$ cat src/copper_pkg.sv
package copper_pkg;

    // Program address width, 1024 instructions
    localparam int PC_W = 10;
    // Raster coordinate width
    localparam int POS_W = 11;
    // Register port address and data widths
    localparam int XR_ADDR_W = 8;
    localparam int DATA_W = 16;
    // One program word holds one whole instruction
    localparam int INSN_W = 32;

    // APB bus widths
    localparam int APB_ADDR_W = 13;
    localparam int APB_DATA_W = 32;

    // APB byte address map
    localparam logic [APB_ADDR_W-1:0] CTRL_ADDR = 13'h0000;
    // Program word n lives at PROG_BASE + 4*n
    localparam logic [APB_ADDR_W-1:0] PROG_BASE = 13'h1000;

    // Control word layout, initial PC sits in the low PC_W bits
    localparam int CTRL_EN_BIT = 15;

    // Opcodes kept from the original copper instruction set
    typedef enum logic [3:0] {
        OP_WAIT  = 4'b0000,
        OP_SKIP  = 4'b0010,
        OP_JMP   = 4'b0100,
        OP_MOVER = 4'b1001
    } opcode_t;

    // One instruction word, read either as a position or as a transfer
    typedef union packed {
        // WAIT and SKIP
        struct packed {
            opcode_t            op;
            logic               rsvd_27;
            logic [POS_W-1:0]   v_pos;
            logic               rsvd_15;
            logic [POS_W-1:0]   h_pos;
            logic [1:0]         rsvd_3_2;
            logic               ign_h;
            logic               ign_v;
        } pos;
        // JMP and MOVER, target holds a PC or a register number
        struct packed {
            opcode_t            op;
            logic [1:0]         rsvd_27_26;
            logic [9:0]         target;
            logic [DATA_W-1:0]  data;
        } xfer;
    } copper_insn_t;

endpackage
$ cat src/copper_exec.sv
`timescale 1ns/1ps

module copper_exec (
    input  logic                                clk,
    input  logic                                copp_reset,
    input  logic                                frame_restart_i,
    input  logic                                insn_valid_i,
    input  copper_pkg::copper_insn_t            insn_i,
    input  logic [copper_pkg::POS_W-1:0]        h_count_i,
    input  logic [copper_pkg::POS_W-1:0]        v_count_i,
    output logic                                insn_done_o,
    output logic                                pc_skip_o,
    output logic                                pc_load_o,
    output logic [copper_pkg::PC_W-1:0]         pc_target_o,
    output logic                                xr_wr_en_o,
    output logic [copper_pkg::XR_ADDR_W-1:0]    xr_wr_addr_o,
    output logic [copper_pkg::DATA_W-1:0]       xr_wr_data_o
);
    import copper_pkg::*;

    // Idle also serves as precompute whenever an instruction is valid
    localparam logic EX_IDLE = 1'b0;
    localparam logic EX_EXEC = 1'b1;

    logic state;
    logic precomp;
    logic v_reached;
    logic h_reached;
    logic pos_ok;
    logic ign_both;
    opcode_t opcode;

    // Same opcode bits in both views
    assign opcode = insn_i.pos.op;

    assign precomp = (state == EX_IDLE) && insn_valid_i;

    // Position test, each flag relaxes only its own axis
    assign pos_ok = (insn_i.pos.ign_v || v_reached) && (insn_i.pos.ign_h || h_reached);
    // WAIT with both flags set waits for end of frame
    assign ign_both = insn_i.pos.ign_v && insn_i.pos.ign_h;

    // JMP target straight from the transfer view
    assign pc_target_o = insn_i.xfer.target[PC_W-1:0];

    // Execute decode, all results live for this cycle only
    always_comb begin
        insn_done_o = 1'b0;
        pc_skip_o = 1'b0;
        pc_load_o = 1'b0;
        if (state == EX_EXEC) begin
            case (opcode)
                OP_WAIT: begin
                    insn_done_o = pos_ok && !ign_both;
                end
                OP_SKIP: begin
                    insn_done_o = 1'b1;
                    pc_skip_o = pos_ok;
                end
                OP_JMP: begin
                    insn_done_o = 1'b1;
                    pc_load_o = 1'b1;
                end
                default: begin
                    // MOVER, and illegal opcodes as a no-op
                    insn_done_o = 1'b1;
                end
            endcase
        end
    end

    // Control state and write strobe
    always_ff @(posedge clk) begin
        if (copp_reset || frame_restart_i) begin
            // Restart drops the instruction and any pending write
            state <= EX_IDLE;
            xr_wr_en_o <= 1'b0;
        end else begin
            xr_wr_en_o <= 1'b0;
            case (state)
                EX_IDLE: begin
                    if (insn_valid_i) begin
                        state <= EX_EXEC;
                    end
                end
                default: begin
                    // Unfinished WAIT goes back through precompute
                    state <= EX_IDLE;
                    if (opcode == OP_MOVER) begin
                        xr_wr_en_o <= 1'b1;
                    end
                end
            endcase
        end
    end

    // Compare results, registered to keep the adders off the decode path
    always_ff @(posedge clk) begin
        if (precomp) begin
            v_reached <= v_count_i >= insn_i.pos.v_pos;
            h_reached <= h_count_i >= insn_i.pos.h_pos;
        end
    end

    // Register write payload
    always_ff @(posedge clk) begin
        if (state == EX_EXEC && opcode == OP_MOVER) begin
            xr_wr_addr_o <= insn_i.xfer.target[XR_ADDR_W-1:0];
            xr_wr_data_o <= insn_i.xfer.data;
        end
    end

endmodule

$ cat config.mk
export PLATFORM = sky130hd
export DESIGN_NAME = copper_exec
export DESIGN_NICKNAME = d
export VERILOG_FILES = /design/src/copper_pkg.sv /design/src/copper_exec.sv
export SDC_FILE = /design/constraint.sdc
export NUM_CORES = 1
export LEC_CHECK = 0
export ABC_AREA = 1
export BUFFER_PORTS_ARGS = -buffer_cell sky130_fd_sc_hd__buf_4
export CORE_UTILIZATION = 39
export DETAILED_ROUTE_END_ITERATION = 8
export PLACE_DENSITY = 0.75
export SKIP_LAST_GASP = 1
export SYNTH_ARGS = -nofsm -noshare
export SYNTH_HDL_FRONTEND = slang
export SYNTH_SLANG_ARGS = --single-unit
$ cat constraint.sdc
create_clock -name clk -period 2.05 [get_ports clk]
set_input_delay 0.3075 -clock clk [delete_from_list [all_inputs] [get_ports clk]]
set_output_delay 0.3075 -clock clk [all_outputs]
set_load 0.005 [all_outputs]
==> results.cfg, run 1 <==
[pwr]
p_leak_uw = 0.00125
power_density_nw_per_um2 = 500
peakVddDrop_v = 0.000253

[synthesis]
synthMostInstantiatedCell = inv_1
yosysSeqAreaShare_pct = 49.6
syn_inst = 170
yosysWarnings = 0
async_reset_ff_share_pct = 0
synth-edff-count = 26
ys_top_cells_by_area = edfxtp_1 (47%), ha_1 (17%), inv_1 (8.6%)
synthFlopType = edfxtp_1
synth_area_sq_um = 1660
ys_top_cells_by_count = inv_1 (38), nand2_1 (30), edfxtp_1 (26), ha_1 (22), nor2_1 (14)
syn_nets = 250
yosysTopAreaCellShare_pct = 47.2
synth-seq-cells = 28
yosys.area.top_type = edfxtp_1
yosysUniqueCellTypes = 20
postSynthAreaPerCell_sq_um = 9.74

[global_routing]
grt_start_max_net_pins = 16
grt_util_all_layers_pct = 14.4
grt_first_pass_wirelength_um = 4890
busiest_layer = met2
met2_usage_pct = 26.5
grt.overflow.total = 0
antenna_found_initial = 0
met1_usage_pct = 16.3
grt_pass1_vias = 1202
met3_usage_pct = 3.21

[die]
rows = 23
die_w_um = 67.2
initial_utilization_pct = 41.1
core_sq_um = 4030
die-area_sq_um = 4510
io_pins = 96
die_h_um = 67.2

[drt]
route.detailed.drc = 0
drt_iter0_markers = 49
final_antenna_net_count = 0
vias = 1347
wl_per_cell_um = 10.7
first_pass_iters = 4
vias_per_cell = 4.35
drt_wl_total_um = 3320

[cells_and_area]
register_area_sq_um = 821
multi_input_area_sq_um = 619
nets = 341
n_fill_cell = 368
diodes = 0
syn2layout_area_growth_pct = 46.3
drive_above_1_share_pct = 41.9

[setup_path]
crit_arrival_ns = 1.22
required_ns = 1.74
cp-start-kind = flip-flop
critPathMaxStageDelay_ns = 0.36
cp_slowest_cell = edfxtp_1
crit_chain = or2_2 > nand3_1 > a21oi_1 > buf_4
critical_path_class = reg2out
crit_fanout = 2
end_kind = output port

[clock_tree]
cts_tree = done
clkTransAtPathRegs_ns = 0.09
cts_buffers = 3
insertion_delay_ns = 0.27
htreeDepth = 1
clockBufferDepth = 2
postCtsSetupBuffers = 0
clock_sinks = 28
ctsResizeCount = 0
holdBufCountCts = 0
cts_root_buf = clkbuf_8

[sta]
finalHoldViolCount = 0
worstMarginPinSlew_ns = 0.191
post-route-min-period_ns = 1.52
setup_violations = 0
maxSlewHeadroom_pct = 87.1
rsz0062_at_grt = no
setup_tns_ns = 0
slew_violations = 0
min_period_over_period_pct = 74.4
max_freq_mhz = 656
clock_skew_ns = 0.00124
holdWs_ns = 0.207

[hold_path]
hold_class = in2reg

[placement]
routabilityCongestion = 0.693
port_buffers = 94
dpl.hpwl_um = 2800

[outcome]
outcome = finished, final reports clean

[run]
drv_cap = 0
-- where the power goes --
part / switching (uW) / total (uW) / internal (uW)
combinational: 103 / 238 / 135
sequential: 1.72 / 632 / 631
clock: 169 / 341 / 172
total: 273 / 1210 / 938
-- kinds of logic after synthesis --
group                      synth area share, %
AOI/OAI and AO/OA                         2.87
adders and majority gates                 16.6
buffers and inverters                     13.2
DFF                                       49.6
and+or+nand+nor                           17.8
-- path summary, 6_finish.rpt --
kind / to / slack (ns) / from / cells past startpoint
max: insn_done_o / 0.53 / h_reached / 4
min: xr_wr_data_o[3] / 0.21 / insn_i[3] / 1
max reg2reg: xr_wr_data_o[5] / 0.87 / state / 3
min reg2reg: state / 0.49 / state / 1
-- area by class of cell --
class,count,share of cell area [%]
Clock buffer,4,2.27
Sequential cell,28,33.9
Multi-Input combinational cell,94,25.6
Inverter,38,5.89
Timing Repair Buffer,96,29.8
Tap cell,50,2.58
-- worst max-delay path: cells and delay by family (launching register included) --
kind / cells / cell delay (ns)
simple gates: 2 / 0.40
compound gates: 1 / 0.06
buf+inv: 1 / 0.13
flops: 1 / 0.36
-- registers in the layout, summed over array words and instances, names as in the netlist --
| signal | flops |
|---|---|
| state | 1 |
| xr_wr_en_o | 1 |
| xr_wr_addr_o | 8 |
| v_reached | 1 |
| h_reached | 1 |
| xr_wr_data_o | 16 |
-- layout by cell type, fill, tap and decap left out --
| cell | count |
|---|---|
| or2_2 | 2 |
| ha_1 | 22 |
| edfxtp_1 | 26 |
| nand2_1 | 30 |
| nor2_2 | 2 |
| inv_1 | 38 |
| or2_1 | 2 |
| nor4_2 | 1 |
| nand4_1 | 2 |
| dfxtp_1 | 2 |
| nor2_1 | 13 |
| nor2_4 | 1 |
| buf_4 | 96 |
| clkbuf_8 | 4 |
| nand3_1 | 5 |
| nand3b_1 | 2 |
| a21oi_1 | 6 |
| nor3_1 | 3 |
| a21o_2 | 1 |
| nand2_2 | 1 |
| a21oi_2 | 1 |
-- layer usage --
layer	up-vias	share of wire (%)
li1	716	-
met1	574	40
met2	55	50
met3	2	8.9
met4	0	0.57
met5	-	0
-- per-stage QoR --
step	worst slack [ns]	std cells	cell area, sq um	total power [uW]	util [%]
after CTS	0.505	310	2420	1230	60.1
after detailed placement	0.572	306	2370	886	58.7
final	0.526	310	2420	1210	60.1
after global routing	0.472	310	2420	1280	60.1
after global placement	0.590	306	2370	881	58.7
after floorplan	0.128	170	1660	769	-
No activity file was read; power rests on OpenSTA's default activity.
==> run 2: changes to the inputs <==
--- a/config.mk
+++ b/config.mk
@@ -7,9 +7,9 @@
 export LEC_CHECK = 0
 export ABC_AREA = 1
 export BUFFER_PORTS_ARGS = -buffer_cell sky130_fd_sc_hd__buf_4
-export CORE_UTILIZATION = 39
+export CORE_UTILIZATION = 44
 export DETAILED_ROUTE_END_ITERATION = 8
-export PLACE_DENSITY = 0.75
+export PLACE_DENSITY = 0.8
 export SKIP_LAST_GASP = 1
 export SYNTH_ARGS = -nofsm -noshare
 export SYNTH_HDL_FRONTEND = slang
==> constraint.sdc (replaced) <==
create_clock -name clk -period 1.51 [get_ports clk]
set_input_delay 0.2265 -clock clk [delete_from_list [all_inputs] [get_ports clk]]
set_output_delay 0.2265 -clock clk [all_outputs]
set_load 0.005 [all_outputs]
==> run 2 against run 1 <==
Effect of this change:
- sequential power is 36% higher
- total power is 31% higher
- first-iteration DRC count is 59% lower
- hold slack worse by 0.071 ns
- routed wire length is 2.0% lower
- non-clock buffer count is 1 lower
- final area hardly changed
- clock skew hardly changed
- register-to-register slack worse by 0.54 ns
- worst setup slack worse by 0.45 ns
- flip-flop and latch count stayed put
- critical endpoint unchanged
- largest power group unchanged
==> results.cfg, run 2 (synthesized netlist as in run 1, its figures left out) <==
[cells_and_area]
n_fill_cell = 287
nets = 340
largest_reg_flops = 16
multi_input_area_sq_um = 627
largestRegisters = xr_wr_data_o (16), xr_wr_addr_o (8)
layout_commonest_cell = buf_4
top_register = xr_wr_data_o
postLayoutCoreUtil_pct = 69.8
diodes = 0
drive_above_1_share_pct = 42.1
final_cell_mix = buf_4 (94), inv_1 (38), nand2_1 (30)
syn2layout_area_growth_pct = 46.2
register_area_sq_um = 822

[placement]
routabilityCongestion = 0.761
post-place-ws_ns = 0.142
dpl.hpwl_um = 2790
port_buffers = 94

[global_routing]
antenna_found_initial = 0
grt_start_max_net_pins = 23
grt_pass1_vias = 1300
grt.overflow.total = 0
grt_util_all_layers_pct = 16.9
grt_first_pass_wirelength_um = 5290

[sta]
max_freq_mhz = 697
slew_violations = 0
clock_skew_ns = 0.000885
layout_setup_ws_ns = 0.0755
rsz0062_at_grt = no
maxSlewHeadroom_pct = 84.3
setup_violations = 0
min_period_over_period_pct = 95.0
setup_tns_ns = 0
post-route-min-period_ns = 1.43
finalHoldViolCount = 0
worstMarginPinSlew_ns = 0.236

[setup_path]
worstReg2RegStart = state
r2r_end = xr_wr_data_o[10]
worst-r2r-cell-count = 3
crit_arrival_ns = 1.21
cp_slowest_cell = edfxtp_1
critPathMaxStageDelay_ns = 0.36
worst-path-buf-inv = 1
critical_path_class = reg2out
required_ns = 1.28
crit_chain = or2_2 > nand3_2 > a21oi_1 > buf_4
cp-startpoint = h_reached
cp-start-kind = flip-flop
rrSetupSlack_ns = 0.33
end_kind = output port
crit_fanout = 2
cp_top_family = simple AND/OR/NAND/NOR gates

[clock_tree]
clockBufferDepth = 2
insertion_delay_ns = 0.26
clkTransAtPathRegs_ns = 0.09
holdBufCountCts = 0
htreeDepth = 1
clock_sinks = 28
cts_root_buf = clkbuf_8
cts_tree = done
cts_buffers = 3

[drt]
wl_per_cell_um = 10.7
route.detailed.drc = 0
first_pass_iters = 4
drt_iter0_markers = 20
vias = 1363
drt_wl_total_um = 3260
final_antenna_net_count = 0
vias_per_cell = 4.47

[pwr]
power_density_nw_per_um2 = 655
power_frac_seq_pct = 54.2
switchingPower_uw = 355
p_leak_uw = 0.00124
internal_power_uw = 1230
comb_power_share_pct = 20.8
switching_share_pct = 22.4
finalPower_uw = 1590
clockPowerShare_pct = 25.0
peakVddDrop_v = 0.000341

[die]
io_pins = 96
rows = 21
initial_utilization_pct = 47.7
die_h_um = 63.3
die_w_um = 63.3
core_sq_um = 3470
die-area_sq_um = 4010

[hold_path]
worstHoldEndpoint = xr_wr_data_o[2]
hold_class = in2reg
min_from = insn_i[2]
hold_depth = 1

[outcome]
outcome = finished, final reports clean

[run]
drv_cap = 0
## run 2: final cells by class
type,count,area share (%)
sequential,28,34.0
multi-input combinational,94,25.9
tap,46,2.38
inverter,38,5.89
timing repair buffer,95,30.0
clock buffer,4,1.86
## run 2: how the worst max path moves through the flow
stage / end / depth (start not counted) / slack (ns)
global placement: h_reached / 9 / 0.16
detailed placement: v_reached / 9 / 0.14
floorplan: xr_wr_addr_o[0] / 2 / 0.02
global route: insn_done_o / 4 / 0.01
CTS: insn_done_o / 4 / 0.06
finish: insn_done_o / 4 / 0.08
## run 2: metrics by stage
| step | std cells | area [sq um] | hold slack (ns) |
|---|---|---|---|
| 2_1_floorplan | 170 | 1660 | 0.325 |
| 3_3_place_gp | 301 | 2370 | 0.405 |
| 3_5_place_dp | 301 | 2370 | 0.411 |
| 4_1_cts | 305 | 2410 | 0.130 |
| 5_1_grt | 305 | 2420 | 0.121 |
| 6_report | 305 | 2420 | 0.136 |
## run 2: power by group through the flow
stage               Sequential (uW)  Clock [uW]  Combinational (uW)
floorplan                       877           0                 168
global placement                876           0                 318
detailed placement              877           0                 331
CTS                             859         407                 332
global route                    860         444                 374
finish                          859         397                 330
## run 2: metal layers
metal  vias up  global-route usage (%)  wire [um]
li1        713                       -          -
met1       587                    17.4       1270
met2        59                    31.9       1690
met3         4                    3.99        255
met4         0                    7.39         36
met5         -                       0          0
## run 2: what timing repair did
| item | in CTS | in global routing |
|---|---|---|
| resized for setup | 0 | 3 |
| buffers inserted | 0 | 0 |
| setup endpoints to repair | 0 | 2 |
