<file path="src/copper_pkg.sv">
package copper_pkg;

    // Program address width, 1024 instructions
    localparam int PC_W = 10;
    // Raster coordinate width
    localparam int POS_W = 11;
    // Register port address and data widths
    localparam int XR_ADDR_W = 8;
    localparam int DATA_W = 16;
    // One program word holds one whole instruction
    localparam int INSN_W = 32;

    // APB bus widths
    localparam int APB_ADDR_W = 13;
    localparam int APB_DATA_W = 32;

    // APB byte address map
    localparam logic [APB_ADDR_W-1:0] CTRL_ADDR = 13'h0000;
    // Program word n lives at PROG_BASE + 4*n
    localparam logic [APB_ADDR_W-1:0] PROG_BASE = 13'h1000;

    // Control word layout, initial PC sits in the low PC_W bits
    localparam int CTRL_EN_BIT = 15;

    // Opcodes kept from the original copper instruction set
    typedef enum logic [3:0] {
        OP_WAIT  = 4'b0000,
        OP_SKIP  = 4'b0010,
        OP_JMP   = 4'b0100,
        OP_MOVER = 4'b1001
    } opcode_t;

    // One instruction word, read either as a position or as a transfer
    typedef union packed {
        // WAIT and SKIP
        struct packed {
            opcode_t            op;
            logic               rsvd_27;
            logic [POS_W-1:0]   v_pos;
            logic               rsvd_15;
            logic [POS_W-1:0]   h_pos;
            logic [1:0]         rsvd_3_2;
            logic               ign_h;
            logic               ign_v;
        } pos;
        // JMP and MOVER, target holds a PC or a register number
        struct packed {
            opcode_t            op;
            logic [1:0]         rsvd_27_26;
            logic [9:0]         target;
            logic [DATA_W-1:0]  data;
        } xfer;
    } copper_insn_t;

endpackage
</file>
<file path="src/copper_apb_regs.sv">
`timescale 1ns/1ps

module copper_apb_regs (
    input  logic                                clk,
    input  logic                                copp_reset,
    input  logic [copper_pkg::APB_ADDR_W-1:0]   paddr_i,
    input  logic                                psel_i,
    input  logic                                penable_i,
    input  logic                                pwrite_i,
    input  logic [copper_pkg::APB_DATA_W-1:0]   pwdata_i,
    output logic                                pready_o,
    output logic [copper_pkg::APB_DATA_W-1:0]   prdata_o,
    output logic                                pslverr_o,
    output logic                                copper_en_o,
    output logic [copper_pkg::PC_W-1:0]         init_pc_o,
    output logic                                prog_wr_en_o,
    output logic [copper_pkg::PC_W-1:0]         prog_wr_addr_o,
    output logic [copper_pkg::INSN_W-1:0]       prog_wr_data_o
);
    import copper_pkg::*;

    logic access;
    logic ctrl_hit;
    logic prog_hit;
    logic access_ok;
    logic prog_write;

    // APB access phase, never extended
    assign access = psel_i && penable_i;
    assign pready_o = access;

    // Address decode
    assign ctrl_hit = (paddr_i == CTRL_ADDR);
    // Program window covers the upper 4 KiB, word aligned only
    assign prog_hit = (paddr_i >= PROG_BASE) && (paddr_i[1:0] == 2'b00);

    // Program memory is write only from the bus
    assign access_ok = ctrl_hit || (prog_hit && pwrite_i);
    assign pslverr_o = access && !access_ok;

    assign prog_write = access && pwrite_i && prog_hit;

    // Control readback, zeros in the reserved bits
    always_comb begin
        prdata_o = '0;
        if (access && !pwrite_i && ctrl_hit) begin
            prdata_o[CTRL_EN_BIT] = copper_en_o;
            prdata_o[PC_W-1:0] = init_pc_o;
        end
    end

    // Control register and write strobe
    always_ff @(posedge clk) begin
        if (copp_reset) begin
            copper_en_o <= 1'b0;
            init_pc_o <= '0;
            prog_wr_en_o <= 1'b0;
        end else begin
            if (access && pwrite_i && ctrl_hit) begin
                copper_en_o <= pwdata_i[CTRL_EN_BIT];
                // Reserved bits 14 to 10 are not stored
                init_pc_o <= pwdata_i[PC_W-1:0];
            end
            // One cycle strobe per program write
            prog_wr_en_o <= prog_write;
        end
    end

    // Program write address and data, valid with the strobe
    always_ff @(posedge clk) begin
        if (prog_write) begin
            // Byte address to word index
            prog_wr_addr_o <= paddr_i[PC_W+1:2];
            prog_wr_data_o <= pwdata_i;
        end
    end

endmodule

</file>
<file path="config.mk">
export PLATFORM = sky130hd
export DESIGN_NAME = copper_apb_regs
export DESIGN_NICKNAME = d
export VERILOG_FILES = /design/src/copper_pkg.sv /design/src/copper_apb_regs.sv
export SDC_FILE = /design/constraint.sdc
export NUM_CORES = 1
export LEC_CHECK = 0
export BUFFER_PORTS_ARGS = -buffer_cell sky130_fd_sc_hd__buf_2
export CORE_ASPECT_RATIO = 0.5
export CORE_UTILIZATION = 40
export DETAILED_ROUTE_END_ITERATION = 10
export PLACE_DENSITY = 0.77
export SKIP_CTS_REPAIR_TIMING = 1
export SYNTH_ARGS = -nofsm -noshare
export SYNTH_HDL_FRONTEND = slang
export SYNTH_SLANG_ARGS = --single-unit
</file>
<file path="constraint.sdc">
create_clock -name clk -period 3.8 [get_ports clk]
set_input_delay 0.76 -clock clk [delete_from_list [all_inputs] [get_ports clk]]
set_output_delay 0.76 -clock clk [all_outputs]
set_load 0.02 [all_outputs]
</file>
==> run_results.csv, run 1 <==
group,metric,value,unit
critical_path,startpoint_type,"primary input",
placed_design,portBuffers,116,
sta,tightest_slew,0.9761,ns
critical_path,worstPathRequired,3.04,ns
sta,fin_crit_sh,77.43,%
detailed_routing,vias_per_cell,4.320,
floorplanning,die_h,53.43,um
cts,clock-root-buffer,"clkbuf_8",
layout,layout-drive-gt1-share,48.86,%
sta,finalSetupTns,0,ns
grt,grt_max_degree,24,
sta,rsz0062_at_grt,"no",
cts,clockBufferDepth,2,
floorplanning,core,5000,sq um
critical_path,rrSetupSlack,3.16,ns
cts,htree_levels,2,
critical_path,ff2ff_path_depth,2,
grt,globalRoute.totalOverflow,0,
layout,final_util,56.21,%
synthesis,synth_top_flop_cell,"edfxtp_1",
grt,track_usage,14.95,%
cts,cts.clk_slew.worst_paths,0.09,ns
floorplanning,dieWidth,104.9,um
hold_path,min_from,"init_pc_o[9]",
sta,skew,0,ns
sta,max_clock_freq,0.3399,GHz
synthesis,synth_top_area_share,59.61,%
floorplanning,start_util,42.32,%
sta,slew_headroom,34.44,%
detailed_routing,drc_errors,0,
layout,final_nets,313,
sta,hold_viol,0,
critical_path,arrival,2.18,ns
sta,setup_viol,0,
floorplanning,ioPinCount,138,
detailed_routing,ant_nets,0,
pwr,p_leak,1.235,nW
synthesis,yosysWarnings,0,
layout,area.sequential,1501,sq um
layout,syn2layout_area_growth,32.82,%
layout,fillCellCount,440,
hold_path,hp-class,"reg2reg",
critical_path,path_class,"in2out",
critical_path,endpoint_kind,"output port",
placed_design,gp_congestion,0.8543,
floorplanning,placementRows,18,
detailed_routing,drtIter0Drc,39,
pwr,peakVddDrop,0.1855,mV
cts,cts_buffers,5,
pwr,finalPower,0.001092,W
grt,grt_pass1_vias,1313,
hold_path,worstHoldPathCells,2,
sta,finalWorstSetupSlack,0.8577,ns
placed_design,placed_cell_area,2701,sq um
synthesis,synth_area_leaders,"edfxtp_1 (60%), dfxtp_1 (11%), buf_4 (7.5%)",
cts,worstSkewPairLatency,0.30,ns
layout,diodes,0,
critical_path,crit_fanout,11,
layout,multi_input_area,513.0,sq um
critical_path,r2r_start,"init_pc_o[5]",
grt,grt_pass1_wl,6251,um
detailed_routing,wl_per_cell,12.83,um
layout,layout_commonest_cell,"buf_2",
synthesis,synth-async-reset-ratio,0,%
status,outcome,"completed",
hold_path,holdPathEnd,"init_pc_o[9]",
detailed_routing,drtPass1Iterations,4,
floorplanning,dieArea,5602,sq um
synthesis,yosysSeqAreaShare,70.96,%
synthesis,ys_seq_elements,54,
placed_design,dp_hpwl,3323,um
cts,clock_sinks,54,
synthesis,synth_top_area_cell,"edfxtp_1",
synthesis,synth_edf_count,42,
synthesis,syn_area,2116,sq um
critical_path,r2r-end,"init_pc_o[5]",
synthesis,synth_cells,143,
sta,slew_violations,0,
layout,finalInstanceArea,2810,sq um
sta,layout_min_cycle_time,2.942,ns
layout,layout_common_cells,"buf_2 (116), edfxtp_1 (42), nand2b_1 (22)",
job,cap_violations,0,
detailed_routing,vias,1443,
pwr,cellPowerDensity,388.5,nW/um^2
placed_design,post-place-ws,0.8957,ns
synthesis,syn_area_per_cell,14.80,sq um
cts,cts_tree,"done",
synthesis,synth_cell_types,19,
grt,antenna_found_initial,0,
detailed_routing,routed_wl,4285,um
-- kinds of logic after synthesis --
group	count (synthesis)	synth area share (%)
DFF	54	70.96
and+or+nand+nor	51	14.96
buffers and inverters	26	8.693
muxes	11	5.204
other	1	0.1772
-- where the power goes --
group / internal [W] / switching (W)
combinational: 0.0000284 / 0.0000494
sequential: 0.000640 / 0.00000108
clock: 0.000194 / 0.000179
total: 0.000863 / 0.000229
-- layer usage --
metal,vias to the layer above,wire length (um),global-route usage (%)
li1,693,-,-
met1,691,1656,15.97
met2,51,2354,29.25
met3,8,220,2.956
met4,0,54,7.746
met5,-,0,0
-- critical path, cell delays in order --
cell and delay [ns]:
buf_2 0.11, nor4_1 0.49, nand3_1 0.13, nor3_1 0.20
buf_4 0.19, and2_1 0.13, buf_2 0.16
-- area by class of cell --
| type | instances | area share (%) |
|---|---|---|
| Sequential cell | 54 | 53.43 |
| Timing Repair Buffer | 118 | 21.19 |
| Multi-Input combinational cell | 83 | 18.25 |
| Tap cell | 70 | 3.117 |
| Clock buffer | 5 | 2.449 |
| Clock inverter | 3 | 1.425 |
| Inverter | 1 | 0.1336 |
-- stage by stage --
stage          cells  hold slack, ns
2_1_floorplan    163          0.5536
3_3_place_gp     326          0.4750
3_5_place_dp     326          0.4779
4_1_cts          334          0.4924
5_1_grt          334          0.5085
6_report         334          0.4876
-- synth_stat cells, types with 2 or more instances --
master	number
dfxtp_1	12
nor4_1	2
nor3_1	3
nand2b_1	22
nor2_1	3
and2_1	11
clkbuf_1	3
nand2_1	3
edfxtp_1	42
mux2i_1	11
nand3_1	3
buf_4	21
-- state kept, by name, indices dropped and copies added, names as in the netlist --
signal	cells
prog_wr_en_o	1
init_pc_o	10
prog_wr_data_o	32
copper_en_o	1
prog_wr_addr_o	10
-- how the worst max path moves through the flow --
stage                           from                end  slack, ns  cells past startpoint
after global routing      paddr_i[6]       prdata_o[15]       0.74                      7
after global placement    paddr_i[7]        prdata_o[1]       0.98                      7
after floorplan           paddr_i[1]  prog_wr_addr_o[0]       0.51                      3
final                     paddr_i[6]        prdata_o[3]       0.86                      7
after detailed placement  paddr_i[6]        prdata_o[3]       0.90                      7
after CTS                 paddr_i[6]        prdata_o[3]       0.88                      7
(Power assumes the default switching activity.)
==> run 2: changes to the inputs <==
==> constraint.sdc (replaced) <==
create_clock -name clk -period 2.9 [get_ports clk]
set_input_delay 0.58 -clock clk [delete_from_list [all_inputs] [get_ports clk]]
set_output_delay 0.58 -clock clk [all_outputs]
set_load 0.02 [all_outputs]
==> run_results.csv, run 2 (synthesis gave the netlist of run 1 again) <==
group,metric,value,unit
detailed_routing,drtPass1Iterations,4,
detailed_routing,routed_wl,4330,um
pwr,p_leak,1.228,nW
detailed_routing,drtIter0Drc,73,
layout,syn2layout_area_growth,32.47,%
layout,final_nets,314,
sta,max_clock_freq,0.3712,GHz
layout,layout_commonest_cell,"buf_2",
sta,rsz0062_at_grt,"no",
sta,fin_crit_sh,92.90,%
layout,finalInstanceArea,2803,sq um
placed_design,post-place-ws,0.2282,ns
cts,worstSkewPairLatency,0.29,ns
grt,globalRoute.totalOverflow,0,
critical_path,worstPathRequired,2.32,ns
pwr,pwr-share-comb,7.8,%
placed_design,dp_hpwl,3317,um
layout,regMostFlops,"prog_wr_data_o",
cts,clockBufferDepth,2,
floorplanning,core,5000,sq um
grt,antenna_found_initial,0,
floorplanning,dieWidth,104.9,um
sta,slew_violations,0,
sta,layout_min_cycle_time,2.694,ns
critical_path,ff2ff_path_depth,2,
hold_path,hp-class,"in2reg",
sta,finalSetupTns,0,ns
floorplanning,dieArea,5602,sq um
detailed_routing,vias_per_cell,4.379,
layout,layout-drive-gt1-share,48.30,%
critical_path,endpoint_kind,"output port",
hold_path,holdPathEnd,"prog_wr_data_o[25]",
cts,clock_sinks,54,
grt,track_usage,14.18,%
cts,htree_levels,2,
layout,reg.largest.list,"prog_wr_data_o: 32 flops, init_pc_o: 10 flops, prog_wr_addr_o: 10 flops",
critical_path,r2r-end,"init_pc_o[4]",
critical_path,startpoint_type,"primary input",
layout,largest_reg_flops,32,
pwr,cellPowerDensity,476.1,nW/um^2
hold_path,min_from,"pwdata_i[25]",
critical_path,rrSetupSlack,2.26,ns
detailed_routing,ant_nets,0,
pwr,p_int,0.001043,W
pwr,power_frac_clock,29.3,%
critical_path,crit_fanout,11,
grt,grt_pass1_vias,1265,
floorplanning,placementRows,18,
sta,tightest_slew,0.5826,ns
detailed_routing,wl_per_cell,12.93,um
sta,slew_headroom,60.80,%
cts,cts.clk_slew.worst_paths,0.09,ns
job,cap_violations,0,
floorplanning,start_util,42.32,%
pwr,power_frac_seq,63.0,%
sta,setup_viol,0,
grt,grt_max_degree,28,
critical_path,arrival,2.11,ns
pwr,swShare,21.83,%
floorplanning,die_h,53.43,um
placed_design,portBuffers,116,
sta,skew,0,ns
cts,cts_buffers,5,
placed_design,placed_cell_area,2721,sq um
detailed_routing,drc_errors,0,
grt,grt_pass1_wl,5996,um
layout,diodes,0,
status,outcome,"completed",
floorplanning,ioPinCount,138,
sta,finalWorstSetupSlack,0.2060,ns
layout,layout_common_cells,"buf_2 (116), edfxtp_1 (42), nand2b_1 (22)",
critical_path,r2r_start,"init_pc_o[4]",
pwr,p_sw,0.0002913,W
cts,clock-root-buffer,"clkbuf_8",
detailed_routing,vias,1467,
critical_path,path_class,"in2out",
placed_design,gp_congestion,0.8807,
sta,hold_viol,0,
hold_path,worstHoldPathCells,1,
layout,fillCellCount,455,
cts,cts_tree,"done",
pwr,peakVddDrop,0.2104,mV
run 2: cell count changes in the layout (fill, tap and decap cells not counted), sizes merged:
cell,previous run,this run
buf,118,119
bufinv,1,0
clkbuf,5,6
run 2: worst max-delay path by stage:
stage	from	to	slack, ns	cells past startpoint
floorplan	paddr_i[1]	prog_wr_addr_o[0]	0.48	3
global placement	paddr_i[7]	prdata_o[1]	0.37	7
detailed placement	paddr_i[7]	prdata_o[15]	0.23	7
CTS	paddr_i[7]	prdata_o[1]	0.21	7
global route	paddr_i[7]	prdata_o[2]	0.12	7
finish	paddr_i[7]	prdata_o[1]	0.21	7
run 2: routing by layer:
layer / up-vias / track usage (%) / wire length, um
met5: - / 0 / 0
met4: 0 / 5.634 / 65
met3: 6 / 3.325 / 218
met2: 64 / 27.15 / 2331
met1: 703 / 15.79 / 1714
li1: 694 / - / -
run 2: worst max-delay path, stage by stage:
cell,delay [ns]
buf_2,0.11
nor4_1,0.54
nand3_1,0.14
nor3_1,0.23
buf_4,0.21
and2_1,0.14
buf_2,0.16
run 2: layout make-up:
type / count / area (sq um) / area share, %
Clock buffer: 6 / 72.57 / 2.589
Multi-Input combinational cell: 83 / 513.0 / 18.30
Sequential cell: 54 / 1501 / 53.57
Clock inverter: 2 / 8.758 / 0.3125
Inverter: 1 / 3.754 / 0.1339
Tap cell: 70 / 87.58 / 3.125
Timing Repair Buffer: 119 / 615.6 / 21.96
run 2: metrics by stage:
stage               std cells  hold WS, ns  utilization (%)  total power (W)
floorplan                 163       0.5536                -        0.0009321
global placement          327       0.4659            54.43        0.0009573
detailed placement        327       0.4797            54.43        0.0009617
CTS                       335       0.4468            56.06         0.001341
global route              335       0.4409            56.06         0.001379
finish                    335       0.4579            56.06         0.001334
run 2: power by group through the flow:
stage               sequential [W]  combinational (W)  clock [W]
CTS                       0.000840           0.000104   0.000397
global placement          0.000858          0.0000993          0
finish                    0.000840           0.000104   0.000390
floorplan                 0.000867          0.0000647          0
detailed placement        0.000858           0.000103          0
global route              0.000841           0.000111   0.000427
==> run 3: changes to the inputs <==
--- a/config.mk
+++ b/config.mk
@@ -6,9 +6,11 @@
 export NUM_CORES = 1
 export LEC_CHECK = 0
 export BUFFER_PORTS_ARGS = -buffer_cell sky130_fd_sc_hd__buf_2
+export CAP_MARGIN = 5
 export CORE_ASPECT_RATIO = 0.5
 export CORE_UTILIZATION = 40
 export DETAILED_ROUTE_END_ITERATION = 10
+export MAX_ROUTING_LAYER = met4
 export PLACE_DENSITY = 0.77
 export SKIP_CTS_REPAIR_TIMING = 1
 export SYNTH_ARGS = -nofsm -noshare
==> run_results.csv, run 3 (synthesis gave the netlist of run 1 again) <==
group,metric,value,unit
status,outcome,"completed",
detailed_routing,ant_nets,0,
cts,clock-root-buffer,"clkbuf_8",
grt,track_usage,14.55,%
sta,max_clock_freq,0.3714,GHz
layout,layout-drive-gt1-share,48.30,%
hold_path,worstHoldPathCells,1,
grt,grt_pass1_wl,5989,um
floorplanning,ioPinCount,138,
detailed_routing,drtIter0Drc,75,
job,cap_violations,0,
layout,diodes,0,
cts,cts.clk_slew.worst_paths,0.09,ns
cts,clockBufferDepth,2,
layout,layout_commonest_cell,"buf_2",
sta,skew,0,ns
critical_path,crit_chain,"buf_2, nor4_1, nand3_1, nor3_1, buf_4, and2_1, buf_2",
sta,layout_min_cycle_time,2.693,ns
floorplanning,die_h,53.43,um
pwr,cellPowerDensity,476.0,nW/um^2
sta,setup_viol,0,
placed_design,gp_congestion,0.8953,
sta,rsz0062_at_grt,"no",
floorplanning,core,5000,sq um
pwr,finalPower,0.001334,W
grt,antenna_found_initial,0,
critical_path,worstPathRequired,2.32,ns
critical_path,r2r_start,"init_pc_o[4]",
grt,grt_max_degree,28,
sta,fin_crit_sh,92.86,%
critical_path,worst_path_most_repeated_cell,"buf_2",
layout,regMostFlops,"prog_wr_data_o",
cts,htree_levels,2,
critical_path,crit_fanout,11,
critical_path,path_buf_inv,3,
layout,layout_common_cells,"buf_2 (116), edfxtp_1 (42), nand2b_1 (22)",
floorplanning,dieArea,5602,sq um
critical_path,r2r-end,"init_pc_o[4]",
grt,globalRoute.totalOverflow,0,
critical_path,startpoint_type,"primary input",
cts,cts_tree,"done",
cts,clock_sinks,54,
sta,hold_viol,0,
floorplanning,start_util,42.32,%
placed_design,dp_hpwl,3317,um
grt,grt_pass1_vias,1268,
pwr,peakVddDrop,0.2104,mV
detailed_routing,vias_per_cell,4.382,
layout,syn2layout_area_growth,32.47,%
detailed_routing,vias,1468,
layout,largest_reg_flops,32,
layout,final_nets,314,
sta,slew_headroom,60.77,%
sta,slew_violations,0,
critical_path,arrival,2.11,ns
cts,worstSkewPairLatency,0.29,ns
layout,reg.largest.list,"prog_wr_data_o: 32 flops, init_pc_o: 10 flops, prog_wr_addr_o: 10 flops",
placed_design,portBuffers,116,
critical_path,path_class,"in2out",
cts,cts_buffers,5,
sta,finalSetupTns,0,ns
pwr,p_leak,1.228,nW
critical_path,rrSetupSlack,2.26,ns
critical_path,endpoint_kind,"output port",
detailed_routing,routed_wl,4325,um
hold_path,hp-class,"in2reg",
critical_path,cp_slowest_cell,"nor4_1",
sta,tightest_slew,0.5831,ns
layout,fillCellCount,455,
critical_path,cpPeakStageDelay,0.54,ns
critical_path,worst_path_dominant_cell_family,"simple AND/OR/NAND/NOR gates",
detailed_routing,wl_per_cell,12.91,um
floorplanning,placementRows,18,
critical_path,ff2ff_path_depth,2,
detailed_routing,drtPass1Iterations,4,
hold_path,min_from,"pwdata_i[25]",
detailed_routing,drc_errors,0,
floorplanning,dieWidth,104.9,um
hold_path,holdPathEnd,"prog_wr_data_o[25]",
-- run 3: cell counts in the layout (fill, tap and decap cells not counted) --
Identical to the previous run, type by type.
-- run 3: worst max path at each step --
stage | startpoint | slack, ns | to | cells past startpoint
after floorplan | paddr_i[1] | 0.48 | prog_wr_addr_o[0] | 3
after global placement | paddr_i[7] | 0.37 | prdata_o[1] | 7
after detailed placement | paddr_i[7] | 0.23 | prdata_o[15] | 7
after CTS | paddr_i[7] | 0.21 | prdata_o[1] | 7
after global routing | paddr_i[7] | 0.12 | prdata_o[2] | 7
final | paddr_i[7] | 0.21 | prdata_o[1] | 7
-- run 3: worst reg2reg max path, cell delays in order (launching register included) --
cell      delay (ns)
dfxtp_1         0.36
nand2b_1        0.07
mux2i_1         0.14
-- run 3: layer usage --
| metal | vias to the layer above | wire length, um | track usage [%] |
|---|---|---|---|
| met3 | 6 | 234 | 3.202 |
| met1 | 697 | 1692 | 15.79 |
| met2 | 71 | 2332 | 27.15 |
| met5 | - | 0 | - |
| met4 | 0 | 65 | 5.634 |
| li1 | 694 | - | - |
-- run 3: where the power goes --
group,internal (W),leakage [nW],switching (W)
clock network,0.000167,0.0426,0.000223
registers,0.000839,0.475,0.00000149
logic,0.0000375,0.711,0.0000661
total,0.00104,1.23,0.000291
-- run 3: metrics by stage --
step                      cells  instance area, sq um  hold slack [ns]  setup WS (ns)  util (%)
final                       335                  2803           0.4578         0.2071     56.06
after global routing        335                  2803           0.4409         0.1244     56.06
after CTS                   335                  2803           0.4468         0.2132     56.06
after detailed placement    327                  2721           0.4797         0.2282     54.43
after global placement      327                  2721           0.4659         0.3749     54.43
after floorplan             163                  2193           0.5536         0.4771         -
-- run 3: layout make-up --
| type | instances | area (sq um) | area share, % |
|---|---|---|---|
| repair buffers | 119 | 615.6 | 21.96 |
| multi-input cells | 83 | 513.0 | 18.30 |
| clock inverters | 2 | 8.758 | 0.3125 |
| clock buffers | 6 | 72.57 | 2.589 |
| well taps | 70 | 87.58 | 3.125 |
| inverters | 1 | 3.754 | 0.1339 |
| flip-flops and latches | 54 | 1501 | 53.57 |
